<file path="config.mk">
export PLATFORM = sky130hd
export DESIGN_NAME = bpu_table
export DESIGN_NICKNAME = d
export VERILOG_FILES = /design/src/bpu_table.sv
export SDC_FILE = /design/constraint.sdc
export NUM_CORES = 1
export LEC_CHECK = 0
export BUFFER_PORTS_ARGS = -buffer_cell sky130_fd_sc_hd__buf_2
export CORE_AREA = 2 2 224 226
export DETAILED_ROUTE_END_ITERATION = 8
export DIE_AREA = 0 0 226 228
export PLACE_DENSITY_LB_ADDON = 0.25
export SLEW_MARGIN = 20
export SYNTH_ARGS = -nofsm -noshare
export SYNTH_HDL_FRONTEND = slang
export SYNTH_SLANG_ARGS = --single-unit
</file>
<file path="constraint.sdc">
create_clock -name clk -period 43.8 [get_ports clk]
set_input_delay 8.76 -clock clk [delete_from_list [all_inputs] [get_ports clk]]
set_output_delay 8.76 -clock clk [all_outputs]
set_load 0.01 [all_outputs]
</file>
<file path="src/bpu_table.sv">
`timescale 1ns/10ps

module bpu_table #(
    parameter int DEPTH = 256,
    parameter type entry_t = logic [1:0],
    parameter entry_t RESET_VAL = '0
) (
    input  logic                     clk,
    input  logic                     rst,

    // port 0, fetch side
    input  logic [$clog2(DEPTH)-1:0] rd0_idx_i,
    output entry_t                   rd0_data_o,

    // port 1, update side
    input  logic [$clog2(DEPTH)-1:0] rd1_idx_i,
    output entry_t                   rd1_data_o,

    input  logic                     wr_en_i,
    input  logic [$clog2(DEPTH)-1:0] wr_idx_i,
    input  entry_t                   wr_data_i
);

    entry_t mem [DEPTH];

    // whole table returns to its cold state on reset
    always_ff @(posedge clk or posedge rst) begin
        if (rst) begin
            for (int i = 0; i < DEPTH; i++) begin
                mem[i] <= RESET_VAL;
            end
        end else if (wr_en_i) begin
            mem[wr_idx_i] <= wr_data_i;
        end
    end

    // asynchronous reads, a same-cycle write shows up next cycle
    assign rd0_data_o = mem[rd0_idx_i];
    assign rd1_data_o = mem[rd1_idx_i];

endmodule

</file>
# Word level (Yosys, flattened, before mapping)
# Cells that the tools add are included.
[totals] latchBits=0 ff_bits=512 mem_count=0 out_inout_bits=4 mem_bits_ro=0 ramBits=0
[op_classes] bitwise=3 eq_ne=0 div=0 reduce_logical=1 magnitude_cmp=4 mul=0 addsub=0 shifts=0 mux=9
[op_table] operator="bitwise mux 512 bit" count=1
[op_table] operator="binary-select mux 2 bit (select 8 bit)" count=2
[op_table] operator="greater-or-equal comparator 9 bit, second input constant" count=3
[op_table] operator="NOT 8 -> 9 bit" count=3
[op_table] operator="demux 2 bit (select 8 bit)" count=1
[op_table] operator="2-to-1 mux 2 bit" count=5
[op_table] operator="less-than comparator 9 x 1 -> 1 bit, second input constant" count=1
[op_table] operator="logical AND 1 bit" count=1

# Longest topological paths before layout
[depth] word_depth=6 mapped_depth=11 mapped_depth_nobuf=6

# Worst setup path after synthesis
# No wires, ideal clock.
[synth_timing] path_type="input to output" startpoint="in rd1_idx_i[0]" endpoint="out rd1_data_o[0] (netlist bit)" path_buffers=4 required_time_ns=35.040 path_slack_ns=24.492 stages=10 arrival_ns=10.548 path_cell_list="buf_6 buf_8 buf_6 nand3b_1 buf_2 o22ai_1 nor3_1 a221oi_1 a211oi_1 nor4_1"
[synth_lines] element="start: declaration" line_no="16" source="input logic [$clog2(DEPTH)-1:0] rd1_idx_i,"
[synth_lines] element="end: declaration" line_no="17" source="output entry_t rd1_data_o,"

==> parameters.txt <==
Parameter                              Value

Clocking
  Post_cts resized    0
  Root buffer cell    clkbuf_16
  Hold-fix buffer count after cts    0
  CTS tree    built
  CTS max path bufs    3
  Number of clock buffers inserted by TritonCTS    53
  CTS Sinks    between 500 and 600
  Clock transition at the registers of the reported paths    0.06 ns
  Number of post-CTS setup repair buffers    0
  Level count of the clock H-tree    2
  Clock Latency Late Sink    0.61 ns

GRT
  Pin count of the biggest net entering global routing    between 150 and 200
  Gr ovfl total    0
  Number of antenna violations at the first check in global routing    1
  All-Layer GR Usage    a little over a third
  Number of global-route vias before repair    roughly 21,000
  Wire length of the first global-routing pass    134 mm

Setup path
  Critical path fanouts, max    31
  Worst setup slack for register-to-register paths    42.98 ns
  Critical register-to-register path startpoint    mem[368]
  Sort of element at the start of the critical path    input port
  Worst endpoint data arrival time    12.58 ns
  End of the worst register-to-register path    mem[368]
  Setup CP Type    input port to output port
  Number of cells on the worst reg-to-reg path    1
  Worst setup EP type    output port
  Required time of the worst setup path    35.04 ns

Route
  Post-detailed-route DRC marker count    0
  Drt first-iter violations    approximately 2,100
  DRT Pass-1 Iters    6
  Detailed-route via count    between 20,000 and 25,000
  Per-cell via count in the routed design    7.05
  Per-cell routed wire length    ~30 microns
  WL final    between 80 and 90 mm
  Antenna-violating nets left    0

Place
  HPWL reported at the end of detailed placement    between 50 and 60 mm
  Post-Place Cell Area    29,400 sq um
  Routability cong.    roughly 0.93
  Number of buffers inserted by port buffering    32

Finish
  Fill count    3,699
  Commonest non-fill, non-tap cell in the layout    mux2_2
  Area of the multi-input gates    around 15,000 sq um
  Registers with the most flip-flops    mem x512
  Area growth from synthesis to final layout    7.56%
  Summed area of non-filler cells in the final layout    31,300 sq um
  Area used by sequential logic in the layout    12,800 sq um
  Fraction of final layout cells with drive strength greater than 1    38.2%
  Register containing the most flip-flops in the final layout    mem
  Highest-count cells in the layout ignoring fill and taps    mux2_2 (526), dfrtp_1 (512), mux2i_1 (213)
  Net total in the final layout    2,238
  Max reg flops    slightly above 500

Hold path
  Number of stages on the worst hold path    1
  Beginning of the worst hold path    mem[454]
  Kind of path behind the tightest hold check    flop to flop
  Capture endpoint of the worst hold path    mem[454]

Die
  Die span in x    226 microns
  Initial Util    58.9%
  Area enclosed by the die boundary    51,500 sq um
  Core Footprint    between 40,000 and 50,000 sq um
  Height of the die    228 microns
  I/O pin total    33
  Std cell rows    82

STA
  TNS Setup    0 ns
  Transition time of the tightest slew-check pin    about 1.1 ns
  Ratio of final minimum period to clock period    48.7%
  Finish-stage setup viols    0
  Final Hold Viols    0
  Maximum clock frequency    46.9 MHz
  Unrepaired setup endpoints after global routing    no
  Final Slew Violations    0
  Max-slew headroom    23.7%
  Shortest clock period the worst path allows after layout    21.34 ns
  Clk_skew    0 ns

Yosys
  Distinct cells, synth    64
  Mux contribution to synthesized area    40.4%
  Syn avg cell area    12.8 sq um
  Number of enable flip-flop cells after synthesis    0
  Post-synthesis share of cell area spent on xor and xnor gates    0%
  Count of synthesis-stage warnings from yosys    0
  Combinational family with the most area after synthesis    multiplexers
  Count of mapped cells out of synthesis    2,269
  Primary FF master, synth    dfrtp_1
  Post-Syn Area    29,100 sq um
  Post-synthesis share of cell area spent on and, or, nand and nor gates    6.89%
  Number of storage elements in the synthesis netlist    around 510
  Share of synthesized area occupied by flip-flops and latches    ~44%
  Adder-Cell Fraction of Synth Area    0%
  Post-Synthesis Net Count    2,298
  Complex-gate fraction of the synthesized area    4.83%
  Share of async-settable or async-resettable flops after synthesis    100%

Power and ir drop
  Fraction of power consumed by the clock network    42.5%
  Power Density    35.7 nW/um^2
  Highest ir drop seen on vdd    38.4 uV
  P_int    a little over 800 uW
  Combinational cell fraction of total power    a little under an eighth
  Power share of the sequential group    46.1%
  Power spent charging and discharging nets    288 uW
  Total leakage power    0.0141 uW
  Post-route total power    1120 uW
  Net Sw Frac    between 20% and 30%

Job
  Number of max-capacitance violations reported    0

Status
  Status    complete, no violations
## per-stage QoR
stage,hold slack (ns),setup WS (ns),std cells,util [%]
floorplan,0.488,20.74,2269,-
global placement,0.500,22.68,2825,59.6
detailed placement,0.513,22.66,2825,59.6
CTS,0.526,22.66,2918,63.3
global route,0.540,22.56,2919,63.4
finish,0.527,22.46,2921,63.4
## worst max path at each step
stage	startpoint	end	slack [ns]	cells past startpoint
after floorplan	rst	mem[0]	20.74	1
after global placement	rd1_idx_i[0]	rd1_data_o[1]	22.68	9
after detailed placement	rd1_idx_i[0]	rd1_data_o[1]	22.66	9
after CTS	rd1_idx_i[0]	rd1_data_o[1]	22.66	9
after global routing	rd1_idx_i[0]	rd1_data_o[1]	22.56	9
final	rd1_idx_i[3]	rd1_data_o[1]	22.46	9
## layer usage
layer | vias up | wire [microns] | track usage, % | part of all wire (%)
met5 | - | 7 | 0 | 0.0080
met3 | 301 | 8360 | 9.22 | 9.5
li1 | 8431 | - | - | -
met2 | 1073 | 39300 | 50.8 | 45
met1 | 10800 | 35500 | 48.8 | 41
met4 | 2 | 4440 | 16.2 | 5.1
## power groups by stage
| stage | sequential, uW | clock (uW) | combinational (uW) |
|---|---|---|---|
| 2_1_floorplan | 515 | 0 | 93.3 |
| 3_3_place_gp | 520 | 0 | 122 |
| 3_5_place_dp | 522 | 0 | 125 |
| 4_1_cts | 513 | 477 | 125 |
| 5_1_grt | 517 | 496 | 134 |
| 6_report | 514 | 474 | 128 |
## cell families after synthesis
| logic type | Yosys count |
|---|---|
| AND/OR/NAND/NOR | 464 |
| buffers and inverters | 196 |
| flip-flops | 512 |
| multiplexers | 903 |
| AO/OA/AOI/OAI | 194 |
## cell usage after synthesis (all sizes together), types with 5 or more instances
cell type,number,area [sq um]
a22oi,5,37.5
o221ai,12,105
o21ai,15,75.1
mux4,163,3690
nand3,19,95.1
nand2,148,556
a221oi,5,43.8
dfrtp,512,12800
a2111oi,16,165
nor2b,17,106
inv,8,30.0
nor3,31,155
nor4,10,62.6
mux2i,213,2130
and2,8,50.1
mux2,527,5940
a211oi,8,60.1
o41ai,5,43.8
a21oi,10,50.1
nand2b,11,68.8
clkbuf,111,417
buf,76,646
a31oi,7,43.8
o211ai,5,37.5
nor2,198,743
o311ai,6,52.6
o22ai,75,469
## critical path, cell delays in order
cell,delay [ns]
buf_2,0.07
buf_4,0.49
nand3_1,0.94
o22ai_1,0.44
nor3_1,0.09
a221oi_1,0.50
nor3_1,0.17
nor4_1,0.79
buf_2,0.27
## final cells by class
cell class / count / share of cell area, %
antenna: 2 / 0.0160
clock buffer: 76 / 5.07
clock inverter: 17 / 0.692
inverter: 9 / 0.132
multi-input combinational: 1561 / 48.7
sequential: 512 / 41.0
tap: 672 / 2.69
timing repair buffer: 72 / 1.76
(Power assumes the default switching activity.)
