`config.mk`:
```
export PLATFORM = sky130hd
export DESIGN_NAME = bpu_predict
export DESIGN_NICKNAME = d
export VERILOG_FILES = /design/src/bpu_pkg.sv /design/src/bpu_predict.sv
export VERILOG_INCLUDE_DIRS = /design/src
export SDC_FILE = /design/constraint.sdc
export NUM_CORES = 1
export LEC_CHECK = 0
export BUFFER_PORTS_ARGS = -buffer_cell sky130_fd_sc_hd__buf_2
export CAP_MARGIN = 5
export CORE_ASPECT_RATIO = 1.1
export CORE_MARGIN = 3
export CORE_UTILIZATION = 52
export DETAILED_ROUTE_END_ITERATION = 8
export GPL_TIMING_DRIVEN = 0
export PLACE_DENSITY = 0.9
export SKIP_LAST_GASP = 1
export SLEW_MARGIN = 5
export SYNTH_ARGS = -nofsm -noshare
export SYNTH_HDL_FRONTEND = slang
export SYNTH_SLANG_ARGS = --single-unit
```
`constraint.sdc`:
```
create_clock -name vclk -period 3.4
set_clock_uncertainty 0.05 [all_clocks]
set_input_delay 0.17 -clock vclk [all_inputs]
set_output_delay 0.17 -clock vclk [all_outputs]
set_load 0.05 [all_outputs]
```
`src/bpu_consts.svh`:
```
`ifndef BPU_CONSTS_SVH
`define BPU_CONSTS_SVH

// pc and instruction width
`define XLEN 32

// global history length in bits
`define HIST_LEN 16

// table depths
`define BIMODAL_ENTRIES 512
`define TAGGED_ENTRIES 256

// stored tag width of the tagged tables
`define TAG_WIDTH 10

// only the upper tag bits take part in a match
`define PARTIAL_TAG_BITS 6

`endif

```
`src/bpu_pkg.sv`:
```
`include "bpu_consts.svh"

package bpu_pkg;

    typedef logic [`XLEN-1:0] xlen_t;
    typedef logic [`HIST_LEN-1:0] hist_t;
    typedef logic [$clog2(`BIMODAL_ENTRIES)-1:0] bm_idx_t;
    typedef logic [$clog2(`TAGGED_ENTRIES)-1:0] tbl_idx_t;
    typedef logic [`TAG_WIDTH-1:0] tag_t;

    // 2-bit saturating counter, msb gives the direction
    typedef logic [1:0] ctr_t;

    typedef struct packed {
        logic valid;
        tag_t tag;
        ctr_t ctr;
    } tagged_entry_t;

    typedef enum logic [1:0] {
        PROV_BIMODAL = 2'd0,
        PROV_T0      = 2'd1,
        PROV_T1      = 2'd2
    } provider_e;

    // weakly not taken
    localparam ctr_t CTR_WEAK_NT = 2'b01;

    localparam tagged_entry_t TAGGED_RESET = '{valid: 1'b0, tag: '0, ctr: CTR_WEAK_NT};

    function automatic bm_idx_t bimodal_index(input xlen_t pc);
        return pc[9:1];
    endfunction

    // short history folds the low history byte into the index
    function automatic tbl_idx_t t0_index(input xlen_t pc, input hist_t hist);
        return pc[7:0] ^ hist[7:0];
    endfunction

    function automatic tbl_idx_t t1_index(input xlen_t pc, input hist_t hist);
        return pc[7:0] ^ hist[15:8];
    endfunction

    function automatic tag_t t0_tag(input xlen_t pc, input hist_t hist);
        return pc[17:8] ^ hist[15:6];
    endfunction

    function automatic tag_t t1_tag(input xlen_t pc, input hist_t hist);
        return pc[17:8] ^ {{(`TAG_WIDTH - 8){1'b0}}, hist[7:0]};
    endfunction

    // valid entry whose upper tag bits agree
    function automatic logic partial_match(input tagged_entry_t entry, input tag_t tag);
        return entry.valid &&
            (entry.tag[`TAG_WIDTH-1 -: `PARTIAL_TAG_BITS] ==
             tag[`TAG_WIDTH-1 -: `PARTIAL_TAG_BITS]);
    endfunction

endpackage

```
`src/bpu_predict.sv`:
```
`timescale 1ns/10ps

module bpu_predict
    import bpu_pkg::*;
(
    input  xlen_t         if_pc_i,
    input  xlen_t         if_inst_i,
    input  hist_t         history_i,

    output bm_idx_t       bm_idx_o,
    input  ctr_t          bm_data_i,
    output tbl_idx_t      t0_idx_o,
    input  tagged_entry_t t0_data_i,
    output tbl_idx_t      t1_idx_o,
    input  tagged_entry_t t1_data_i,

    output logic          pred_branch_o,
    output logic          pred_taken_o,
    output xlen_t         pred_pc_o,
    output provider_e     pred_provider_o
);

    localparam logic [6:0] OPC_BRANCH = 7'b1100011;
    localparam logic [6:0] OPC_JAL    = 7'b1101111;

    logic      is_branch;
    logic      is_jal;
    logic      t0_hit;
    logic      t1_hit;
    xlen_t     b_imm;
    xlen_t     j_imm;
    provider_e cond_provider;
    logic      cond_taken;

    assign bm_idx_o = bimodal_index(if_pc_i);
    assign t0_idx_o = t0_index(if_pc_i, history_i);
    assign t1_idx_o = t1_index(if_pc_i, history_i);

    assign t0_hit = partial_match(t0_data_i, t0_tag(if_pc_i, history_i));
    assign t1_hit = partial_match(t1_data_i, t1_tag(if_pc_i, history_i));

    assign is_branch = (if_inst_i[6:0] == OPC_BRANCH);
    assign is_jal    = (if_inst_i[6:0] == OPC_JAL);

    // sign-extended B and J immediates
    assign b_imm = {{20{if_inst_i[31]}}, if_inst_i[7], if_inst_i[30:25],
                    if_inst_i[11:8], 1'b0};
    assign j_imm = {{12{if_inst_i[31]}}, if_inst_i[19:12], if_inst_i[20],
                    if_inst_i[30:21], 1'b0};

    // longest history wins
    always_comb begin
        if (t1_hit) begin
            cond_provider = PROV_T1;
            cond_taken    = t1_data_i.ctr[1];
        end else if (t0_hit) begin
            cond_provider = PROV_T0;
            cond_taken    = t0_data_i.ctr[1];
        end else begin
            cond_provider = PROV_BIMODAL;
            cond_taken    = bm_data_i[1];
        end
    end

    always_comb begin
        pred_branch_o   = 1'b0;
        pred_taken_o    = 1'b0;
        pred_pc_o       = if_pc_i + 32'd4;
        pred_provider_o = PROV_BIMODAL;
        if (is_jal) begin
            // jal is always taken, no table involved
            pred_branch_o = 1'b1;
            pred_taken_o  = 1'b1;
            pred_pc_o     = if_pc_i + j_imm;
        end else if (is_branch) begin
            pred_branch_o   = 1'b1;
            pred_taken_o    = cond_taken;
            pred_provider_o = cond_provider;
            if (cond_taken) begin
                pred_pc_o = if_pc_i + b_imm;
            end
        end
    end

endmodule

```
# Word-level counts from Yosys, hierarchy flattened
# Cells that the tools add are included.
# W data, S select, Z words.
[op_classes]
n_reduce_logical = 2
addsub = 3
n_eq_ne = 4
n_mux = 13
bitwise = 4
[ops]
columns = ["op", "count"]
rows = [
  ["$mux W32", 3],
  ["$add A32 B32 Y32", 2],
  ["$add A32 B3 Y32 const B", 1],
  ["$xor A8 B8 Y8", 2],
  ["$eq A7 B7 Y1 const B", 2],
  ["$eq A6 B6 Y1", 2],
  ["$xor A10 B10 Y10", 1],
  ["$xor A10 B8 Y10", 1],
  ["$mux W1", 7],
  ["$mux W2", 3],
  ["$logic_and A1 B1 Y1", 2],
]
[word_totals]
inputBits = 108
out_inout_bits = 61
ff_bits = 0

# Logic depth before layout (Yosys ltp)
[logic_depth]
ltp_word = 8
depth_mapped = 12
mapped_depth_nobuf = 12

# Least setup slack after synthesis
# No wires, ideal clock.
[synth_timing]
kind = "input -> output"
start = "in if_pc_i[2]"
end = "out pred_pc_o[19]"
cell_stages = 12
path_slack_ns = -0.287
arrival_time_ns = 3.467
path_cell_list = "clkbuf_1 inv_1 fa_1 nand2b_1 a21oi_1 a21oi_1 o21ai_1 a21oi_1 o21ai_1 a31oi_1 mux2_2 o21ai_0"
[synth_via]
elab_chain_cells = 4
[synth_rtl]
columns = ["item", "line_no", "rtl"]
rows = [
  ["from (decl)", "bpu_predict.sv:6", "input xlen_t if_pc_i,"],
  ["$add A32 B3 Y32 / $add A32 B32 Y32 (equally long branches)", "bpu_predict.sv:68, bpu_predict.sv:80", ""],
  ["$mux W32", "bpu_predict.sv:79", "if (cond_taken) begin"],
  ["$mux W32", "bpu_predict.sv:75", "end else if (is_branch) begin"],
  ["$mux W32 (*)", "bpu_predict.sv:70", "if (is_jal) begin"],
  ["to (decl)", "bpu_predict.sv:19", "output xlen_t pred_pc_o,"],
]
# Every way passes the cells marked *; elsewhere a longest branch is shown, timed or not.

# Final worst setup path
[layout_timing]
start = "in if_pc_i[6]"
end = "out pred_pc_o[26]"
# Same word-level chain as after synthesis.

==> results.cfg <==
[die]
die_w_microns = 90.9
start_util = 0.542
core-area_sq_um = 7600
die_h_microns = 99.4
die_area_sq_um = 9030
io_pins = 169
row_count = 33

[logic_synthesis]
synth-compound-area-share = 0.353
synth_area_sq_um = 4120
synth_top_area_share = 0.134
yosys.area_share.adder = 0.143
avgSynthCellArea_sq_um = 6.73
synthSimpleGateAreaFrac = 0.228
synth_top_family_by_area = compound AO/OA/AOI/OAI gates
synth_top_area_cell = ha_1
syn_nets = 766
synth_area_leaders = ha_1 13%, xor2_1 8.5%, a21oi_1 7.7%, xnor2_1 7.4%, o21ai_0 6.8%
yosysUniqueCellTypes = 65
syn_inst = 612
synthMuxAreaShare = 0.00516
ys_seq_area_frac = 0
yosysWarnings = 0
synthXorXnorAreaFrac = 0.198

[setup_path]
required_ns = 3.18
crit_slowest_cell = o211ai_1
critPathMaxFanout = 10
crit_path_end_kind = output pin
startpoint_type = input port
critical_path.max_stage_delay_ns = 0.37
path_cells = buf_2, ha_1, clkbuf_1, nand3_1, nor2_1, nand2_1, o211ai_1, a21oi_2, o21a_1, o21ai_0, xnor2_1, a211oi_2, clkbuf_4
path_class = in2out
critical_path_arrival_ns = 3.11

[timing]
fin_hold_ws_ns = 0.623
final_max_slew_viol_count = 0
hold_viol_final = 0
tightest_slew_ns = 0.687
min_period_over_period = 0.980
layout_min_cycle_time_ns = 3.33
rsz0062_at_grt = false
fmax_mhz = 300
fin_setup_tns_ns = 0
relSlewSlack = 0.542
finalSetupViolations = 0

[routing]
viasPerCell = 6.17
num_vias = 5399
first_pass_iters = 5
ant_nets = 0
drt_iter0_drc = 394
drc = 0
wire_per_inst_microns = 17.5
wl_mm = 15.3

[global_routing]
antenna_found_initial = 0
grt_pass1_vias = 5287
grt_overflow = 0
grtUsageTotal = 0.322
grt_pass1_wl_mm = 24.7
grt_max_degree = 23

[final_layout]
seq_cells = 0
multi_input_area_sq_um = 3920
fill_cells = 715
synthToLayoutAreaGrowth_pct = 25.8
drive_gt1_frac = 0.274
utilization = 0.682
stdcell_count = 875
clkbuf_count = 0
seqCellArea_sq_um = 0
n_antenna_cell = 0
nets = 926

[place]
placed_cells = 875
portBuffers = 158
dpl.hpwl_mm = 12.4
gp_congestion = 0.964

[pwr]
finalPower_mw = 0.966
ir_drop_v = 0.000153
power.density_nw_per_um2 = 186
p_leak_nw = 2.45

[worst_hold_path]
worstHoldPathType = in2out

[cts]
holdBufCountCts = 0

[outcome]
outcome = complete, no violations

[job]
drv_cap = 0
[final cells by class]
cell class | instances | area share
buffer | 41 | 0.0437
inverter | 19 | 0.0142
multi-input combinational | 551 | 0.757
tap | 105 | 0.0254
timing repair buffer | 159 | 0.160
[power breakdown]
group | internal, mW | leakage (nW) | switching [mW]
clock network | 0 | 0 | 0
registers | 0 | 0 | 0
logic | 0.350 | 2.45 | 0.616
total | 0.350 | 2.45 | 0.616
[Yosys cell counts (3+ instances only)]
| cell type | instances |
|---|---|
| o211ai_1 | 14 |
| o21bai_1 | 4 |
| xor2_1 | 40 |
| a21o_1 | 21 |
| ha_1 | 44 |
| inv_1 | 18 |
| and3_1 | 15 |
| clkbuf_1 | 23 |
| nand2_1 | 56 |
| a31oi_1 | 7 |
| a22o_1 | 3 |
| o21ai_1 | 4 |
| buf_6 | 3 |
| a211oi_1 | 12 |
| o21ai_0 | 56 |
| nand2b_1 | 7 |
| xnor2_1 | 35 |
| buf_2 | 4 |
| a21oi_1 | 63 |
| xnor3_1 | 7 |
| and2_1 | 6 |
| buf_4 | 11 |
| o22ai_1 | 15 |
| nand4_1 | 12 |
| nor2_1 | 35 |
| o21a_1 | 8 |
| nor2b_1 | 4 |
| a22oi_1 | 5 |
| nor3_1 | 9 |
| a31o_2 | 3 |
| nand3_1 | 27 |
[metrics by stage]
step                setup WS (ns)  instance area [sq um]
global placement           -0.415                   5060
CTS                        -0.126                   5100
finish                     0.0696                   5180
global route              0.00338                   5180
floorplan                  0.0635                   4140
detailed placement         -0.488                   5060
[worst max-delay path, delay by kind of cell]
family	cells	cell delay, ns
AND/OR/NAND/NOR	3	0.45
AO/OA/AOI/OAI	5	1.32
buffers and inverters	3	0.77
adder cells (fa/ha/maj)	1	0.29
XOR/XNOR	1	0.11
[routing by layer]
layer / up-vias / GRT usage / wire length [microns]
met2: 308 / 0.581 / 7370
met4: 0 / 0.135 / 567
met1: 2458 / 0.389 / 6100
li1: 2580 / - / -
met5: - / 0 / 0
met3: 53 / 0.0340 / 1260
[path summary, 6_finish.rpt]
| check | startpoint | end | slack, ns | depth (start not counted) |
|---|---|---|---|---|
| max | if_pc_i[6] | pred_pc_o[26] | 0.07 | 13 |
| min | history_i[0] | t0_idx_o[0] | 0.62 | 3 |
[what timing repair did]
| item | 4_1_cts | 5_1_grt |
|---|---|---|
| buffers inserted | 0 | 1 |
| pin swaps | 0 | 5 |
| endpoints found under the hold margin | 0 | 0 |
| gates resized for setup | 9 | 21 |
| endpoints found under the setup margin | 12 | 14 |
[placed cells by master, fill, tap and decap left out, drive strengths merged, types with 3 or more instances in the layout]
| cell type | count |
|---|---|
| buf | 174 |
| nor3 | 9 |
| xnor3 | 7 |
| nor2b | 4 |
| or2 | 4 |
| a22oi | 6 |
| o21bai | 4 |
| clkbuf | 26 |
| a31oi | 7 |
| xnor2 | 35 |
| a211oi | 12 |
| ha | 44 |
| a31o | 3 |
| nand2 | 56 |
| o211ai | 14 |
| xor2 | 40 |
| o21ai | 60 |
| inv | 19 |
| a22o | 3 |
| nor2 | 36 |
| nand2b | 7 |
| o22ai | 15 |
| and3 | 15 |
| nand4 | 12 |
| o21a | 8 |
| a21oi | 63 |
| nand3 | 28 |
| a21o | 21 |
| and2 | 6 |
[kinds of logic (layout without fill, tap and decap cells)]
logic type      after synthesis  count (layout)
compound gates              233             233
xor+xnor                     82              82
mux                           2               2
buf+inv                      61             219
fa+ha+maj                    46              46
simple gates                188             188
Note: power is estimated with default switching activity, not from simulation.
